File: config.mk
export PLATFORM = sky130hd
export DESIGN_NAME = msg_queue_ctrl
export DESIGN_NICKNAME = d
export VERILOG_FILES = /design/src/hw/buf_cfg_pkg.sv /design/src/hw/msg_queue_ctrl.sv
export SDC_FILE = /design/constraint.sdc
export NUM_CORES = 1
export LEC_CHECK = 0
export BUFFER_PORTS_ARGS = -buffer_cell sky130_fd_sc_hd__buf_4
export CORE_UTILIZATION = 28
export DETAILED_ROUTE_END_ITERATION = 10
export PLACE_DENSITY_LB_ADDON = 0.12
export SYNTH_ARGS = -nofsm -noshare
export SYNTH_HDL_FRONTEND = slang
export SYNTH_SLANG_ARGS = --single-unit
File: constraint.sdc
create_clock -name clk -period 2.52 [get_ports clk]
set_input_delay 0.63 -clock clk [delete_from_list [all_inputs] [get_ports clk]]
set_output_delay 0.63 -clock clk [all_outputs]
set_load 0.1 [all_outputs]
File: src/hw/buf_cfg_pkg.sv
package buf_cfg_pkg;

  // Entry count and the widths that follow from it.
  localparam int buf_depth = 32;
  localparam int addr_width = 5;

  // One extra bit so a full queue of 32 can be counted.
  localparam int count_width = 6;

  // Bank numbering within one interleaved word.
  localparam logic queue_bank = 1'b1;
  localparam logic side_bank = 1'b0;

endpackage

File: src/hw/msg_queue_ctrl.sv
`timescale 1ns/100ps

module msg_queue_ctrl
  import buf_cfg_pkg::*;
#(
  parameter int stall_level = 24,
  parameter int hold_cycles = 15
) (
  input  logic                  clk,
  input  logic                  rst,
  input  logic                  wen,
  input  logic                  wbank,
  input  logic                  ren,
  input  logic                  rbank,
  output logic [addr_width-1:0] rd_ptr,
  output logic                  stall
);

  localparam int hold_width = $clog2(hold_cycles + 1);

  logic [count_width-1:0] count_q;
  logic [hold_width-1:0]  hold_q;
  logic                   push;
  logic                   pop;
  logic                   side_wr;
  logic                   over_level;

  assign push    = wen && (wbank == queue_bank);
  assign side_wr = wen && (wbank == side_bank);

  // Empty queue reads leave the pointer alone.
  assign pop = ren && (rbank == queue_bank) && (count_q != '0);

  // Queue occupancy.
  always_ff @(posedge clk) begin
    if (rst) begin
      count_q <= '0;
    end else if (push && !pop) begin
      count_q <= count_q + 1'b1;
    end else if (pop && !push) begin
      count_q <= count_q - 1'b1;
    end
  end

  // Read pointer wraps at the end of the RAM.
  always_ff @(posedge clk) begin
    if (rst) begin
      rd_ptr <= '0;
    end else if (pop) begin
      rd_ptr <= rd_ptr + 1'b1;
    end
  end

  // Hold period after each side-store write.
  always_ff @(posedge clk) begin
    if (rst) begin
      hold_q <= '0;
    end else if (side_wr) begin
      hold_q <= hold_width'(hold_cycles);
    end else if (hold_q != '0) begin
      hold_q <= hold_q - 1'b1;
    end
  end

  assign over_level = (count_q >= count_width'(stall_level));

  assign stall = over_level || (hold_q != '0);

endmodule

==> results of run 1 <==
power by group:
part | switching [W] | total (W) | internal (W)
Clock | 0.0000794 | 0.000138 | 0.0000590
Sequential | 0.0000809 | 0.000393 | 0.000313
Combinational | 0.000416 | 0.000748 | 0.000332
worst paths after layout:
kind	startpoint	endpoint	slack, ns	cells past startpoint
max	count_q[5]	count_q[4]	0.18	12
min	rd_ptr[4]	rd_ptr[4]	0.53	2
max reg2reg	count_q[5]	count_q[4]	0.18	12
min reg2reg	rd_ptr[4]	rd_ptr[4]	0.53	2
cell usage after synthesis (all sizes together):
| library cell | n | share of area |
|---|---|---|
| nor2 | 13 | 0.057 |
| fa | 1 | 0.023 |
| o21ai | 2 | 0.012 |
| xnor2 | 6 | 0.062 |
| nand2b | 1 | 0.0073 |
| buf | 1 | 0.0059 |
| mux2i | 4 | 0.047 |
| or3 | 1 | 0.0073 |
| xor2 | 4 | 0.041 |
| a21oi | 12 | 0.079 |
| ha | 8 | 0.12 |
| a211o | 1 | 0.010 |
| a21o | 3 | 0.028 |
| dfxtp | 15 | 0.35 |
| nor3b | 1 | 0.015 |
| nand4b | 1 | 0.010 |
| nor3 | 2 | 0.012 |
| o22a | 1 | 0.010 |
| nand3 | 3 | 0.018 |
| clkbuf | 1 | 0.0044 |
| nand2 | 4 | 0.018 |
| nor4 | 2 | 0.022 |
| and2 | 1 | 0.0073 |
| nand4 | 1 | 0.0073 |
| inv | 6 | 0.026 |
metrics by stage:
step	cells	utilization	hold WS, ns	power [W]
after floorplan	95	-	0.5071	0.0009704
after global placement	140	0.3543	0.5030	0.001121
after detailed placement	140	0.3543	0.5215	0.001130
after CTS	144	0.3640	0.5451	0.001278
after global routing	144	0.3675	0.5963	0.001391
final	144	0.3675	0.5284	0.001279
state kept, by name, indices dropped and copies added (netlist names):
name	cells
count_q	6
hold_q	4
rd_ptr	5
layout by cell type, fill, tap and decap left out:
| cell type | count |
|---|---|
| a211o_1 | 1 |
| a21o_1 | 2 |
| a21o_2 | 1 |
| a21oi_1 | 10 |
| a21oi_2 | 2 |
| and2_1 | 1 |
| buf_4 | 16 |
| clkbuf_4 | 3 |
| clkinv_2 | 1 |
| dfxtp_1 | 14 |
| dfxtp_2 | 1 |
| fa_1 | 1 |
| ha_1 | 8 |
| inv_1 | 6 |
| mux2i_1 | 4 |
| nand2_1 | 4 |
| nand2b_1 | 1 |
| nand3_1 | 3 |
| nand4_1 | 1 |
| nand4b_1 | 1 |
| nor2_1 | 13 |
| nor3_1 | 2 |
| nor3b_2 | 1 |
| nor4_1 | 1 |
| nor4_4 | 1 |
| o21ai_0 | 2 |
| o22a_1 | 1 |
| or3_1 | 1 |
| xnor2_1 | 6 |
| xor2_1 | 4 |
worst max-delay path, cell delays in order (launching register included):
cell     delay, ns
dfxtp_2       0.36
nor4_4        0.30
a21oi_2       0.10
inv_1         0.06
ha_1          0.15
inv_1         0.09
buf_4         0.15
fa_1          0.40
a21o_1        0.18
a21oi_1       0.20
xnor2_1       0.08
mux2i_1       0.12
nor2_1        0.05
per-layer routing:
layer  wire, um  part of all wire  track usage
met5          0                 0            0
met4          0                 0      0.01045
met3         68             0.041      0.04762
met2        793              0.48       0.1832
met1        794              0.48       0.1589
layout make-up:
type	instances	area share
clock buffer	3	0.02166
clock inverter	1	0.004813
inverter	6	0.02166
multi-input combinational	72	0.5090
sequential	15	0.2900
tap	31	0.03730
timing repair buffer	16	0.1155
kinds of logic (layout without fill, tap and decap cells):
group | after synthesis | in the layout | synth area share
DFF | 15 | 15 | 0.3524
and+or+nand+nor | 30 | 30 | 0.1806
xor gates and xnor gates | 10 | 10 | 0.1028
adders and majority gates | 9 | 9 | 0.1410
AOI/OAI and AO/OA | 19 | 19 | 0.1395
muxes | 4 | 4 | 0.04699
buffers and inverters | 8 | 26 | 0.03670
what timing repair did:
item | in CTS | in global routing
setup buffers | 0 | 0
resized for setup | 0 | 2
hold buffers | 0 | 0
endpoints found under the setup margin | 0 | 2
==> impl_metrics.tcl, run 1 <==
set metrics [dict create \
    wl_per_cell_um 11.49 \
    worst_slack_ns 0.1808 \
    grt_overflow_total 0 \
    power-per-cell-area_mw_per_mm2 1230 \
    synth_area_per_cell_sq_um 8.969 \
    drc 0 \
    cp.arrival_ns 2.53 \
    syn_nets 110 \
    setup_violations 0 \
    synth_cells 95 \
    post-place-ws_ns 0.04081 \
    dpl-instance-area_sq_mm 0.001002 \
    die_w_um 57.17 \
    fillers 285 \
    path_clk_slew_ns 0.09 \
    clk_latency_ns 0.28 \
    max_freq_mhz 427.5 \
    io_pins 12 \
    rows 19 \
    fp.coreArea_sq_mm 0.002829 \
    initial_core_util 0.3012 \
    nNetsFinal 129 \
    clock_skew_ns 0.003960 \
    grt_setup_unrepaired "no" \
    required_ns 2.71 \
    finalSetupTns_ns 0 \
    grt_first_pass_wirelength_mm 2.946 \
    p_leak_nw 0.4768 \
    worstMarginPinSlew_ns 0.2804 \
    ys_types 28 \
    drv_slew 0 \
    ys_ff_latch 15 \
    clkSinkCount 15 \
    multi_input_area_sq_um 529.3 \
    ys.warnings.count 0 \
    totalWireLength_mm 1.655 \
    gp_congestion 0.7385 \
    die_h_um 57.17 \
    seq_area_sq_um 301.5 \
    cp-end-kind "register" \
    viasPerCell 4.854 \
    hold_viol 0 \
    slew_headroom 0.8146 \
    hold_class "register to register" \
    stdcell_area_sq_mm 0.001040 \
    clk_path_buf_depth 2 \
    drtPass1Iterations 4 \
    cts_max_level 1 \
    first_iter_violations 19 \
    dieArea_sq_mm 0.003268 \
    status "finished, final reports clean" \
    antenna_left 0 \
    grt_pass1_vias 671 \
    dr_total_vias 699 \
    worstSetupPathType "register to register" \
    io_buffers 11 \
    yosysSeqAreaShare 0.3524 \
    startpoint_type "register" \
    area.growth.synth_to_final_pct 22.03 \
    drive_above_1_share 0.2301 \
    diodes 0 \
    ir_worst_vdd_mv 0.4605 \
    grt_antenna_before_repair 0 \
    track_usage 0.1173 \
    cts_made_buffers 3 \
    grt_max_degree 16 \
    crit_path_max_fanout 4 \
    fin_crit_sh 0.9283 \
    maxCapViolations 0 \
    syn_area_sq_um 852.1 \
    dpl.hpwl_mm 1.341 \
    cts_root_buf "clkbuf_4" \
    min_period_ns 2.339 \
    cts_tree "yes" \
]
No activity file was read; power rests on OpenSTA's default activity.
==> run 2: changes to the inputs <==
--- a/config.mk
+++ b/config.mk
@@ -5,7 +5,10 @@
 export SDC_FILE = /design/constraint.sdc
 export NUM_CORES = 1
 export LEC_CHECK = 0
+export ABC_AREA = 1
+export ABC_CLOCK_PERIOD_IN_PS = 2520
 export BUFFER_PORTS_ARGS = -buffer_cell sky130_fd_sc_hd__buf_4
+export CAP_MARGIN = 0
 export CORE_UTILIZATION = 28
 export DETAILED_ROUTE_END_ITERATION = 10
 export PLACE_DENSITY_LB_ADDON = 0.12
==> impl_metrics.tcl, run 2 <==
set metrics [dict create \
    max_freq_mhz 463.0 \
    maxCapViolations 0 \
    antenna_left 0 \
    clock_skew_ns 0.003223 \
    clkSinkCount 15 \
    whs_ns 0.4886 \
    synthArstFlopShare 0 \
    grt_max_degree 10 \
    yosysTopAreaCellShare 0.3248 \
    gp_congestion 0.8149 \
    ys_ff_latch 15 \
    largest-register "count_q" \
    grt_first_pass_wirelength_mm 3.070 \
    swShare 0.4595 \
    track_usage 0.1186 \
    viasPerCell 4.335 \
    stdcell_area_sq_mm 0.001081 \
    diodes 0 \
    yosysSeqAreaShare 0.3248 \
    syn_nets 142 \
    power_frac_clock 0.150 \
    seq_area_sq_um 300.3 \
    grt_antenna_before_repair 0 \
    synth_top_area_cell "dfxtp_1" \
    p_sw_w 0.0004268 \
    area.growth.synth_to_final_pct 16.92 \
    p_int_w 0.0005021 \
    yosysMostFrequentCell "nand2_1" \
    grt_pass1_vias 689 \
    p_leak_nw 0.5218 \
    p_seq_frac 0.351 \
    nNetsFinal 157 \
    die_w_um 59.47 \
    min_period_ns 2.160 \
    dr_total_vias 802 \
    totalWireLength_mm 1.793 \
    fin_crit_sh 0.8571 \
    rows 20 \
    die_h_um 59.47 \
    dpl.hpwl_mm 1.414 \
    synth_edf_count 0 \
    worstMarginPinSlew_ns 0.2804 \
    synth_cells 127 \
    cp-end-kind "output pin" \
    mostFrequentLayoutCell "nand2_1" \
    mostFrequentLayoutCells "nand2_1 (22), inv_1 (18), dfxtp_1 (15)" \
    path_clk_slew_ns 0.09 \
    drc 0 \
    status "finished, final reports clean" \
    drive_above_1_share 0.1418 \
    first_iter_violations 31 \
    initial_core_util 0.2980 \
    dpl-instance-area_sq_mm 0.001055 \
    setup_violations 0 \
    syn_area_sq_um 924.6 \
    clk_latency_ns 0.28 \
    cts_max_level 1 \
    required_ns 1.89 \
    drtPass1Iterations 4 \
    startpoint_type "register" \
    multi_input_area_sq_um 543.0 \
    largest_register_ffs 6 \
    power_w 0.0009289 \
    yosys-top-cells-count "nand2_1 (22), inv_1 (18), dfxtp_1 (15), nor2_1 (14), nand3_1 (13)" \
    grt_overflow_total 0 \
    reg2reg_slack_ns 0.44 \
    io_pins 12 \
    synthTopCellsByArea "dfxtp_1 (32%), ha_1 (11%), nand2_1 (8.9%)" \
    synth_area_per_cell_sq_um 7.281 \
    slew_headroom 0.8146 \
    worstSetupPathType "register to output pin" \
    ys.warnings.count 0 \
    cts_resized 0 \
    combPwrFrac 0.499 \
    ctsHoldBuffers 0 \
    drv_slew 0 \
    reg_top3 "count_q (6), rd_ptr (5), hold_q (4)" \
    cts_root_buf "clkbuf_4" \
    cts_setup_buffers 0 \
    hold_viol 0 \
    io_buffers 11 \
    ir_worst_vdd_mv 0.3795 \
    fp.coreArea_sq_mm 0.003103 \
    power-per-cell-area_mw_per_mm2 859.2 \
    finalSetupTns_ns 0 \
    hold_class "register to register" \
    cp.arrival_ns 1.53 \
    cts_made_buffers 3 \
    fillers 365 \
    grt_setup_unrepaired "no" \
    clk_path_buf_depth 2 \
    ys_types 21 \
    dieArea_sq_mm 0.003536 \
    wl_per_cell_um 9.692 \
    synth-main-ff-cell "dfxtp_1" \
    crit_path_max_fanout 4 \
    cts_tree "yes" \
]
==> run 2: changes by cell type in the layout (fill, tap and decap cells not counted), sizes merged, moves of 2 or more <==
cell   delta
nand2    +20
xor2      -2
nor4      -2
a21o      -2
nand3    +10
mux2i     -4
xnor2     -3
nor2      +3
nor3      -2
buf       -5
inv      +13
o21ai     +6
==> run 2: cell type report <==
type | instances | area share
well taps | 44 | 0.05093
inverters | 19 | 0.06829
flip-flops and latches | 15 | 0.2778
multi-input cells | 92 | 0.5023
repair buffers | 11 | 0.07639
clock buffers | 4 | 0.02431
==> run 2: metrics by stage <==
step                      setup WS, ns  instances  utilization
after CTS                       0.3153        185       0.3484
final                           0.3602        185       0.3484
after floorplan                0.01296        127            -
after detailed placement        0.2239        181       0.3399
after global routing            0.1619        185       0.3484
after global placement          0.2307        181       0.3399
==> run 2: logic make-up after synthesis <==
group,share of synthesized area
AOI/OAI and AO/OA,0.1313
DFF,0.3248
and+or+nand+nor,0.2788
adders and majority gates,0.1299
buffers and inverters,0.08796
xor gates and xnor gates,0.04737
==> run 2: worst max-delay path: stages, from the launching register on <==
cell,delay (ns)
dfxtp_1,0.32
inv_1,0.11
ha_1,0.16
nand2_1,0.06
nor2_1,0.22
o211ai_1,0.13
buf_4,0.25
==> run 2: power by group through the flow <==
stage / Sequential [W] / Combinational, W / Clock [W]
2_1_floorplan: 0.000354 / 0.000354 / 0
3_3_place_gp: 0.000332 / 0.000466 / 0
3_5_place_dp: 0.000330 / 0.000466 / 0
4_1_cts: 0.000326 / 0.000469 / 0.000153
5_1_grt: 0.000332 / 0.000528 / 0.000162
6_report: 0.000326 / 0.000464 / 0.000139
==> run 2: final timing paths <==
kind	from	to	depth (start not counted)
setup reg to reg	count_q[0]	count_q[5]	13
hold / removal	hold_q[0]	hold_q[0]	2
setup / recovery	hold_q[0]	stall	6
hold reg to reg	hold_q[0]	hold_q[0]	2
==> run 2: per-layer routing <==
| metal | global-route usage | vias to the layer above | routed length [um] |
|---|---|---|---|
| met4 | 0.04082 | 0 | 21 |
| met1 | 0.1417 | 351 | 908 |
| met2 | 0.1894 | 12 | 790 |
| met5 | 0 | - | 0 |
| met3 | 0.05022 | 2 | 73 |
| li1 | - | 437 | - |
